### config.mk
export PLATFORM = sky130hd
export DESIGN_NAME = csr_unit_top
export DESIGN_NICKNAME = d
export VERILOG_FILES = /design/src/source/csr_trap_pkg.sv /design/src/source/csr_isa_pkg.sv /design/src/source/csr_unit_top.sv /design/src/source/trap_ctrl.sv /design/src/source/csr_file.sv /design/src/source/sys_decode.sv
export VERILOG_INCLUDE_DIRS = /design/src /design/src/source
export SDC_FILE = /design/constraint.sdc
export NUM_CORES = 1
export LEC_CHECK = 0
export BUFFER_PORTS_ARGS = -buffer_cell sky130_fd_sc_hd__buf_2
export CORE_ASPECT_RATIO = 0.75
export CORE_MARGIN = 5
export CORE_UTILIZATION = 35
export CTS_BUF_LIST = sky130_fd_sc_hd__clkbuf_8
export DETAILED_ROUTE_END_ITERATION = 7
export PLACE_DENSITY = 0.53
export SLEW_MARGIN = 20
export SYNTH_ARGS = -nofsm -noshare
export SYNTH_HDL_FRONTEND = slang
export SYNTH_SLANG_ARGS = --single-unit
### constraint.sdc
create_clock -name clk -period 2.6 [get_ports clk]
set_input_delay 0.13 -clock clk [delete_from_list [all_inputs] [get_ports clk]]
set_output_delay 0.13 -clock clk [all_outputs]
set_load 0.01 [all_outputs]
### src/source/csr_cfg.svh
// csr unit configuration with data width, csr addresses, cause words and status bit positions
`ifndef CSR_CFG_SVH
`define CSR_CFG_SVH

`define XLEN 32

// machine mode csr addresses
`define CSR_MSTATUS 12'h300
`define CSR_MTVEC   12'h305
`define CSR_MEPC    12'h341
`define CSR_MCAUSE  12'h342
`define CSR_MIP     12'h344

`define MSTATUS_MIE  3     // global interrupt enable
`define MSTATUS_MPIE 7     // enable saved on trap
`define MIP_MEIP     11    // external interrupt pending

// full mcause words
`define CAUSE_ILLEGAL 32'h0000_0002
`define CAUSE_BREAK   32'h0000_0003
`define CAUSE_ECALL   32'h0000_000B
`define CAUSE_EXT_IRQ 32'h8000_000B  // msb marks an interrupt

`endif
### src/source/csr_trap_pkg.sv
// trap side types for the trap control and cause selection of the csr unit
package csr_trap_pkg;

    // action strobe from trap control to the csr file
    typedef enum logic [1:0] {
        tk_idle   = 2'd0,   // nothing to do this cycle
        tk_trap   = 2'd1,   // save pc and cause then jump to mtvec
        tk_return = 2'd2,   // mret
        tk_write  = 2'd3    // csr write with old value to rd
    } trap_kind_e;

    // cause selector
    // the csr file turns this into the full mcause word
    typedef enum logic [1:0] {
        cs_illegal = 2'd0,
        cs_break   = 2'd1,
        cs_ecall   = 2'd2,
        cs_irq     = 2'd3   // external interrupt
    } cause_e;

endpackage

### src/source/csr_isa_pkg.sv
// instruction side types for the system opcode decode of the csr unit
package csr_isa_pkg;

    // major opcode shared by every system instruction
    localparam logic [6:0] opc_system = 7'b1110011;

    // decoded system operation
    typedef enum logic [2:0] {
        op_none    = 3'd0,  // not a system instruction
        op_csrrw   = 3'd1,
        op_csrrwi  = 3'd2,
        op_ecall   = 3'd3,
        op_ebreak  = 3'd4,
        op_mret    = 3'd5,
        op_illegal = 3'd6
    } sys_op_e;

    // funct3 field of the system opcode
    // csrrs and csrrc variants are not supported
    typedef enum logic [2:0] {
        f3_priv   = 3'd0,   // ecall ebreak mret
        f3_csrrw  = 3'd1,
        f3_csrrwi = 3'd5
    } funct3_e;

endpackage

### src/source/csr_unit_top.sv
// csr unit top level joining system decode, csr file and trap control
`timescale 1ns/10ps
`include "csr_cfg.svh"

module csr_unit_top (
    input  logic             clk,
    input  logic             arst_n,
    input  logic             instr_valid,   // one cycle strobe
    input  logic [31:0]      instr,
    input  logic [`XLEN-1:0] rs1_data,
    input  logic [`XLEN-1:0] pc,
    input  logic             irq,           // level
    output logic             rd_we,
    output logic [4:0]       rd_addr,
    output logic [`XLEN-1:0] rd_data,
    output logic             redirect,
    output logic [`XLEN-1:0] redirect_pc
);
    import csr_isa_pkg::*;
    import csr_trap_pkg::*;

    // decode to csr file and trap control
    sys_op_e          op;
    logic [11:0]      csr_addr;
    logic [`XLEN-1:0] wdata;
    logic [4:0]       dec_rd_addr;

    // csr file to trap control
    logic [`XLEN-1:0] rdata;
    logic             csr_hit;
    logic [`XLEN-1:0] mtvec;
    logic [`XLEN-1:0] mepc;
    logic             mie;

    // trap control back to csr file
    trap_kind_e       kind;
    cause_e           cause;

    sys_decode u_sys_decode (
        .instr    (instr),
        .rs1_data (rs1_data),
        .op       (op),
        .csr_addr (csr_addr),
        .wdata    (wdata),
        .rd_addr  (dec_rd_addr)
    );

    csr_file u_csr_file (
        .clk      (clk),
        .arst_n   (arst_n),
        .irq      (irq),
        .csr_addr (csr_addr),
        .wdata    (wdata),
        .pc       (pc),
        .kind     (kind),
        .cause    (cause),
        .rdata    (rdata),
        .csr_hit  (csr_hit),
        .mtvec    (mtvec),
        .mepc     (mepc),
        .mie      (mie)
    );

    trap_ctrl u_trap_ctrl (
        .clk         (clk),
        .arst_n      (arst_n),
        .instr_valid (instr_valid),
        .op          (op),
        .csr_hit     (csr_hit),
        .irq         (irq),
        .mie         (mie),
        .rdata       (rdata),
        .rd_addr_in  (dec_rd_addr),
        .mtvec       (mtvec),
        .mepc        (mepc),
        .kind        (kind),
        .cause       (cause),
        .rd_we       (rd_we),
        .rd_addr     (rd_addr),
        .rd_data     (rd_data),
        .redirect    (redirect),
        .redirect_pc (redirect_pc)
    );

endmodule

### src/source/trap_ctrl.sv
// trap control that arbitrates interrupt, exception, return and csr write and registers outputs
`timescale 1ns/10ps
`include "csr_cfg.svh"

module trap_ctrl (
    input  logic                     clk,
    input  logic                     arst_n,
    input  logic                     instr_valid,
    input  csr_isa_pkg::sys_op_e     op,
    input  logic                     csr_hit,
    input  logic                     irq,
    input  logic                     mie,
    input  logic [`XLEN-1:0]         rdata,
    input  logic [4:0]               rd_addr_in,
    input  logic [`XLEN-1:0]         mtvec,
    input  logic [`XLEN-1:0]         mepc,
    output csr_trap_pkg::trap_kind_e kind,
    output csr_trap_pkg::cause_e     cause,
    output logic                     rd_we,
    output logic [4:0]               rd_addr,
    output logic [`XLEN-1:0]         rd_data,
    output logic                     redirect,
    output logic [`XLEN-1:0]         redirect_pc
);
    import csr_isa_pkg::*;
    import csr_trap_pkg::*;

    logic is_csr;
    logic wb_en;       // write with a real destination

    assign is_csr = (op == op_csrrw) || (op == op_csrrwi);
    assign wb_en  = (kind == tk_write) && (rd_addr_in != 5'd0);

    // interrupt first, then illegal, then the operation itself
    always_comb begin
        kind  = tk_idle;
        cause = cs_illegal;
        if (instr_valid) begin
            if (irq && mie) begin
                kind  = tk_trap;               // instruction is dropped
                cause = cs_irq;
            end else if (op == op_illegal || (is_csr && !csr_hit)) begin
                kind  = tk_trap;
            end else begin
                case (op)
                    op_ecall: begin
                        kind  = tk_trap;
                        cause = cs_ecall;
                    end
                    op_ebreak: begin
                        kind  = tk_trap;
                        cause = cs_break;
                    end
                    op_mret:   kind = tk_return;
                    op_csrrw,
                    op_csrrwi: kind = tk_write;
                    default:   kind = tk_idle;  // op_none
                endcase
            end
        end
    end

    // one register stage towards the core
    // idle fields read back as zero
    always_ff @(posedge clk or negedge arst_n) begin
        if (!arst_n) begin
            rd_we       <= 1'b0;
            rd_addr     <= '0;
            rd_data     <= '0;
            redirect    <= 1'b0;
            redirect_pc <= '0;
        end else begin
            rd_we       <= wb_en;
            rd_addr     <= wb_en ? rd_addr_in : 5'd0;
            rd_data     <= wb_en ? rdata : '0;        // old csr value
            redirect    <= (kind == tk_trap) || (kind == tk_return);
            redirect_pc <= (kind == tk_trap)   ? mtvec :
                           (kind == tk_return) ? mepc  : '0;
        end
    end

    // one action per instruction
    a_one_action: assert property (@(posedge clk) disable iff (!arst_n) !(rd_we && redirect))
        else $error("trap_ctrl writeback and redirect together");

endmodule

### src/source/csr_file.sv
// machine mode csr file holding mstatus, mtvec, mepc, mcause and mip with trap updates
`timescale 1ns/10ps
`include "csr_cfg.svh"

module csr_file (
    input  logic                     clk,
    input  logic                     arst_n,
    input  logic                     irq,
    input  logic [11:0]              csr_addr,
    input  logic [`XLEN-1:0]         wdata,
    input  logic [`XLEN-1:0]         pc,
    input  csr_trap_pkg::trap_kind_e kind,
    input  csr_trap_pkg::cause_e     cause,
    output logic [`XLEN-1:0]         rdata,
    output logic                     csr_hit,
    output logic [`XLEN-1:0]         mtvec,
    output logic [`XLEN-1:0]         mepc,
    output logic                     mie
);
    import csr_trap_pkg::*;

    logic [`XLEN-1:0] mstatus;     // only mie and mpie have an effect
    logic [`XLEN-1:0] mcause;
    logic             mip_meip;    // mip is just the sampled irq
    logic [`XLEN-1:0] mip;
    logic [`XLEN-1:0] cause_word;

    assign mie = mstatus[`MSTATUS_MIE];

    // mip view
    always_comb begin
        mip = '0;
        mip[`MIP_MEIP] = mip_meip;
    end

    // selector to mcause word
    always_comb begin
        case (cause)
            cs_illegal: cause_word = `CAUSE_ILLEGAL;
            cs_break:   cause_word = `CAUSE_BREAK;
            cs_ecall:   cause_word = `CAUSE_ECALL;
            default:    cause_word = `CAUSE_EXT_IRQ;   // cs_irq
        endcase
    end

    // read mux and address hit
    always_comb begin
        csr_hit = 1'b1;
        case (csr_addr)
            `CSR_MSTATUS: rdata = mstatus;
            `CSR_MTVEC:   rdata = mtvec;
            `CSR_MEPC:    rdata = mepc;
            `CSR_MCAUSE:  rdata = mcause;
            `CSR_MIP:     rdata = mip;
            default: begin
                rdata   = '0;
                csr_hit = 1'b0;            // trap control raises illegal
            end
        endcase
    end

    // register updates land at the edge of the strobe
    always_ff @(posedge clk or negedge arst_n) begin
        if (!arst_n) begin
            mstatus  <= '0;
            mtvec    <= '0;
            mepc     <= '0;
            mcause   <= '0;
            mip_meip <= 1'b0;
        end else begin
            mip_meip <= irq;               // follows the line every cycle
            case (kind)
                tk_write: begin
                    case (csr_addr)
                        `CSR_MSTATUS: mstatus <= wdata;
                        `CSR_MTVEC:   mtvec   <= {wdata[`XLEN-1:2], 2'b00};  // direct mode
                        `CSR_MEPC:    mepc    <= {wdata[`XLEN-1:2], 2'b00};
                        `CSR_MCAUSE:  mcause  <= wdata;
                        default: ;                 // mip read only
                    endcase
                end
                tk_trap: begin
                    mepc   <= {pc[`XLEN-1:2], 2'b00};
                    mcause <= cause_word;
                    mstatus[`MSTATUS_MPIE] <= mstatus[`MSTATUS_MIE];  // stack the enable
                    mstatus[`MSTATUS_MIE]  <= 1'b0;
                end
                tk_return: begin
                    mstatus[`MSTATUS_MIE]  <= mstatus[`MSTATUS_MPIE]; // pop the enable
                    mstatus[`MSTATUS_MPIE] <= 1'b1;
                end
                default: ;
            endcase
        end
    end

    // trap and return targets stay word aligned
    a_vec_aligned: assert property (@(posedge clk) disable iff (!arst_n)
        mtvec[1:0] == 2'b00 && mepc[1:0] == 2'b00)
        else $error("csr_file mtvec or mepc misaligned");

    // trap control must never commit a write to a missing csr
    a_write_hit: assert property (@(posedge clk) disable iff (!arst_n)
        kind == tk_write |-> csr_hit)
        else $error("csr_file write to unknown csr %h", csr_addr);

endmodule

### src/source/sys_decode.sv
// system instruction decoder that classifies csr, trap and return operations
`timescale 1ns/10ps
`include "csr_cfg.svh"

module sys_decode (
    input  logic [31:0]          instr,
    input  logic [`XLEN-1:0]     rs1_data,
    output csr_isa_pkg::sys_op_e op,
    output logic [11:0]          csr_addr,
    output logic [`XLEN-1:0]     wdata,
    output logic [4:0]           rd_addr
);
    import csr_isa_pkg::*;

    // imm field values of the priv functions
    localparam logic [11:0] imm_ecall  = 12'h000;
    localparam logic [11:0] imm_ebreak = 12'h001;
    localparam logic [11:0] imm_mret   = 12'h302;

    logic [6:0]  opcode;
    funct3_e     funct3;
    logic [4:0]  rs1;     // register index or 5 bit immediate
    logic [11:0] imm;

    // instruction fields
    assign opcode   = instr[6:0];
    assign funct3   = funct3_e'(instr[14:12]);
    assign rs1      = instr[19:15];
    assign imm      = instr[31:20];
    assign rd_addr  = instr[11:7];
    assign csr_addr = imm;    // csr number sits in the i-type imm slot

    // operation classification
    always_comb begin
        op = op_none;                       // other opcodes pass untouched
        if (opcode == opc_system) begin
            case (funct3)
                f3_csrrw: begin
                    op = op_csrrw;
                end
                f3_csrrwi: begin
                    op = op_csrrwi;
                end
                f3_priv: begin
                    // priv functions need rs1 and rd zero
                    if (rs1 != 5'd0 || rd_addr != 5'd0) begin
                        op = op_illegal;
                    end else begin
                        case (imm)
                            imm_ecall:  op = op_ecall;
                            imm_ebreak: op = op_ebreak;
                            imm_mret:   op = op_mret;
                            default:    op = op_illegal;  // wfi, sret and others
                        endcase
                    end
                end
                default: begin
                    op = op_illegal;                      // csrrs, csrrc and reserved
                end
            endcase
        end
    end

    // write operand
    // csrrwi zero extends the rs1 field
    assign wdata = (op == op_csrrwi) ? {{(`XLEN-5){1'b0}}, rs1} : rs1_data;

    // a known instruction word must always decode to a known operation
    a_op_known: assert property (@(instr) !$isunknown(instr) |-> !$isunknown(op))
        else $error("sys_decode op unknown for instr %h", instr);

endmodule

==> impl_metrics.yaml <==
sta:
  slew_headroom_pct: 53.8
  timing_max_transition_violations_final: 0
  setup_viol_count_final: 61
  setup_tns_ps: -2040
  final_critical_path_setup_slack_ps: -77.0
  layout_min_cycle_time_ps: 2680
  fmax_mhz: 374
  report.final.hold_viol_count: 0
  final_hold_slack_ps: 22.3
  tightestPinTransition_ps: 674
  timing.final.crit_share_pct: 103
  grt_setup_unrepaired: "yes"
  clock_skew_ps: 12.8
cells_and_area:
  n_antenna_cell: 0
  num-fill-cells: 2222
  fraction_of_final_layout_cells_sized_beyond_drive_strength_1_pct: 34.0
  layout.nets: 1198
  count_of_non_filler_cells_in_the_finished_layout: 1414
  area_growth_pct: 39.8
  fin_area_mm2: 0.0118
synth:
  synthDistinctLibCells: 59
  synthesis.area_mm2: 0.00846
  number_of_enable_flip_flop_cells_after_synthesis: 0
  yosysWarningCount: 0
  cell_with_the_most_instances_after_synthesis: "sky130_fd_sc_hd__dfrtp_1"
  postSynth.asyncResetShare_pct: 100
  synthTopCellsByCount: "194 x sky130_fd_sc_hd__dfrtp_1, 187 x sky130_fd_sc_hd__nand2_1, 124 x sky130_fd_sc_hd__o21ai_0"
  synth-main-ff-cell: "sky130_fd_sc_hd__dfrtp_1"
  synth.avg_cell_area_um2: 10.4
  yosys.area.top_type: "sky130_fd_sc_hd__dfrtp_1"
  portion_of_the_post_synthesis_area_used_by_sequential_elements_pct: 57.4
  synth.area.top_cells: "sky130_fd_sc_hd__dfrtp_1 57%, sky130_fd_sc_hd__nand2_1 8.3%, sky130_fd_sc_hd__o21ai_0 7.3%, sky130_fd_sc_hd__a22oi_1 5.4%, sky130_fd_sc_hd__mux2_2 3.9%"
  instance_count_of_the_mapped_netlist: 817
  synth_top_cell_area_share_pct: 57.4
  ys_seq_elements: 194
detailed_routing:
  routed_wire_length_per_instance_um: 19.8
  final_wirelength_mm: 28.0
  firstDrtPassIters: 5
  ant_nets: 0
  drcViolationCount: 0
  drt-initial-drc-count: 500
  vias_per_cell: 5.23
  total_via_count_in_the_routed_design: 7395
grt:
  grt-ovfl-total: 0
  grt_first_pass_wirelength_mm: 41.6
  number_of_antenna_violations_at_the_first_check_in_global_routing: 0
  grt_pass1_vias: 7225
  grt.total_usage_pct: 19.5
  grt_start_max_net_pins: 65
pwr:
  power_w: 0.00573
  power_density_mw_per_mm2: 484
  leakagePower_nw: 5.60
  ir_drop_mv: 0.301
floorplan:
  die_ar_mm2: 0.0274
  initial_utilization_pct: 35.4
  coreArea_mm2: 0.0239
  die-height_um: 145
  fp.dieW_um: 190
  rows: 49
  pin_count: 171
place:
  dpl-instance-area_mm2: 0.0103
  hpwl_mm: 17.4
  globalplace.congestion: 0.799
  placed_cells_incl_taps: 1299
  placement.io_buffers: 166
setup_path:
  slowest_stage: "sky130_fd_sc_hd__or4_4"
  max_stage_delay_ps: 580
  cp.arrival_ps: 3040
  critical_path_peak_fanout: 4
  worst_ep_required_ps: 2960
  critPathKind: "in -> reg"
  path_buf_inv: 3
  timing.critical_path.max_delay_family: "simple AND/OR/NAND/NOR gates"
  worst_setup_path_start_kind: "primary input"
  timing.critical_path.to_type: "flip-flop"
  cpMostUsedCell: "sky130_fd_sc_hd__buf_6"
  path_cells: "buf_6 -> or4_4 -> a2111oi_4 -> a31oi_2 -> or4_4 -> ha_4 -> nor2b_4 -> buf_6 -> a21oi_4 -> buf_6 -> mux2_4"
clock_network:
  clock_sink_count: 194
  cts_htree_levels: 4
  clock_latency_ps: 470
  clockBufferDepth: 2
  clock_root_buffer: "sky130_fd_sc_hd__clkbuf_8"
  clk_transition_reported_paths_ps: 100
  cts_tree: "built"
  tritoncts.num_buffers: 17
outcome:
  violations: "setup timing"
  outcome: "finished, violations left"
worst_hold_path:
  hp-class: "in -> reg"
flow_run:
  max_cap_violations: 0
==> registers in the layout, summed over array words and instances (netlist names), 5 cells and up <==
signal	flops
u_trap_ctrl.rd_addr	5
u_csr_file.mcause	32
u_csr_file.mepc	30
u_trap_ctrl.redirect_pc	30
u_trap_ctrl.rd_data	32
u_csr_file.mtvec	30
u_csr_file.mstatus	32
==> per-layer routing <==
metal	vias to the layer above	routed length (um)	GRT usage [%]
met5	-	0	0
met3	23	1700	4.12
met1	3657	13800	29.4
li1	3458	-	-
met4	0	300	3.77
met2	257	12200	29.6
==> layout make-up <==
type	instances	area [um2]	share of cell area, %
clock buffers	18	248	2.09
clock inverters	14	198	1.67
inverters	4	15.0	0.127
multi-input cells	554	3500	29.6
flip-flops and latches	194	4850	41.0
well taps	306	383	3.24
repair buffers	324	2630	22.3
==> path summary, 6_finish.rpt <==
path                       slack, ps  cells after the start                               start                                 end
min reg2reg                      490                      2  u_csr_file.mstatus[28]$_DFFE_PN0P_  u_csr_file.mstatus[28]$_DFFE_PN0P_
min                               20                      4                              pc[16]     u_csr_file.mepc[16]$_DFFE_PN0P_
min in group asynchronous        180                      2                              arst_n     u_csr_file.mepc[31]$_DFFE_PN0P_
max reg2reg                      210                      9   u_csr_file.mstatus[3]$_DFFE_PN0P_    u_csr_file.mcause[3]$_DFFE_PN0P_
max                              -80                     11                           instr[23]    u_csr_file.mcause[3]$_DFFE_PN0P_
max in group asynchronous       1640                      3                              arst_n   u_trap_ctrl.rd_data[18]$_DFF_PN0_
==> cell usage in the layout (no fill, tap or decap), types with 3 or more instances in the layout <==
cell | netlist | final
sky130_fd_sc_hd__clkbuf_16 | 0 | 7
sky130_fd_sc_hd__o21ai_1 | 0 | 43
sky130_fd_sc_hd__buf_2 | 11 | 162
sky130_fd_sc_hd__clkbuf_8 | 0 | 19
sky130_fd_sc_hd__a22o_1 | 25 | 25
sky130_fd_sc_hd__or4_4 | 1 | 6
sky130_fd_sc_hd__and2_1 | 5 | 5
sky130_fd_sc_hd__nor4_4 | 1 | 3
sky130_fd_sc_hd__a21oi_1 | 22 | 21
sky130_fd_sc_hd__o21ai_0 | 124 | 81
sky130_fd_sc_hd__nand3_1 | 7 | 6
sky130_fd_sc_hd__bufinv_16 | 0 | 4
sky130_fd_sc_hd__a32oi_1 | 3 | 3
sky130_fd_sc_hd__dlygate4sd3_1 | 0 | 58
sky130_fd_sc_hd__nand2_1 | 187 | 183
sky130_fd_sc_hd__mux2_2 | 29 | 27
sky130_fd_sc_hd__a21oi_2 | 10 | 10
sky130_fd_sc_hd__nor3_1 | 4 | 3
sky130_fd_sc_hd__nand2_2 | 0 | 4
sky130_fd_sc_hd__inv_6 | 0 | 5
sky130_fd_sc_hd__buf_12 | 0 | 21
sky130_fd_sc_hd__mux2i_1 | 6 | 6
sky130_fd_sc_hd__a22oi_1 | 61 | 61
sky130_fd_sc_hd__buf_6 | 4 | 11
sky130_fd_sc_hd__dfrtp_1 | 194 | 194
sky130_fd_sc_hd__buf_4 | 7 | 62
sky130_fd_sc_hd__nor2_1 | 9 | 8
sky130_fd_sc_hd__inv_1 | 4 | 4
sky130_fd_sc_hd__ha_4 | 0 | 3
==> tightest hold or removal path: stages <==
cell	delay (ps)
sky130_fd_sc_hd__buf_2	90
sky130_fd_sc_hd__nand2_1	50
sky130_fd_sc_hd__o21ai_0	60
sky130_fd_sc_hd__mux2_2	140
==> metrics by stage <==
stage	util, %	worst slack [ps]
2_1_floorplan	-	-352
5_1_grt	49.5	-123
3_5_place_dp	42.9	-658
6_report	49.5	-77.0
3_3_place_gp	42.9	-654
4_1_cts	47.7	4.59
==> timing repair <==
item / CTS / global route
hold buffers: 58 / 0
hold endpoints to repair: 155 / 0
pin swaps: 6 / 30
cloned: 1 / 9
endpoints found under the setup margin: 81 / 153
resized for setup: 5 / 52
buffers inserted: 9 / 10
==> cells by family after synthesis <==
family | count (synthesis) | synth area share, %
compound gates | 269 | 20.4
simple gates | 244 | 13.0
flops | 194 | 57.4
buf+inv | 70 | 3.93
mux | 35 | 4.57
fa+ha+maj | 3 | 0.444
other cells | 1 | 0.0443
xor+xnor | 1 | 0.281
==> power breakdown <==
group	switching [W]	internal, W	total (W)
clock network	0.00114	0.00109	0.00224
registers	0.0000387	0.00306	0.00310
logic	0.000191	0.000203	0.000395
Power figures use the tool's default switching activity.
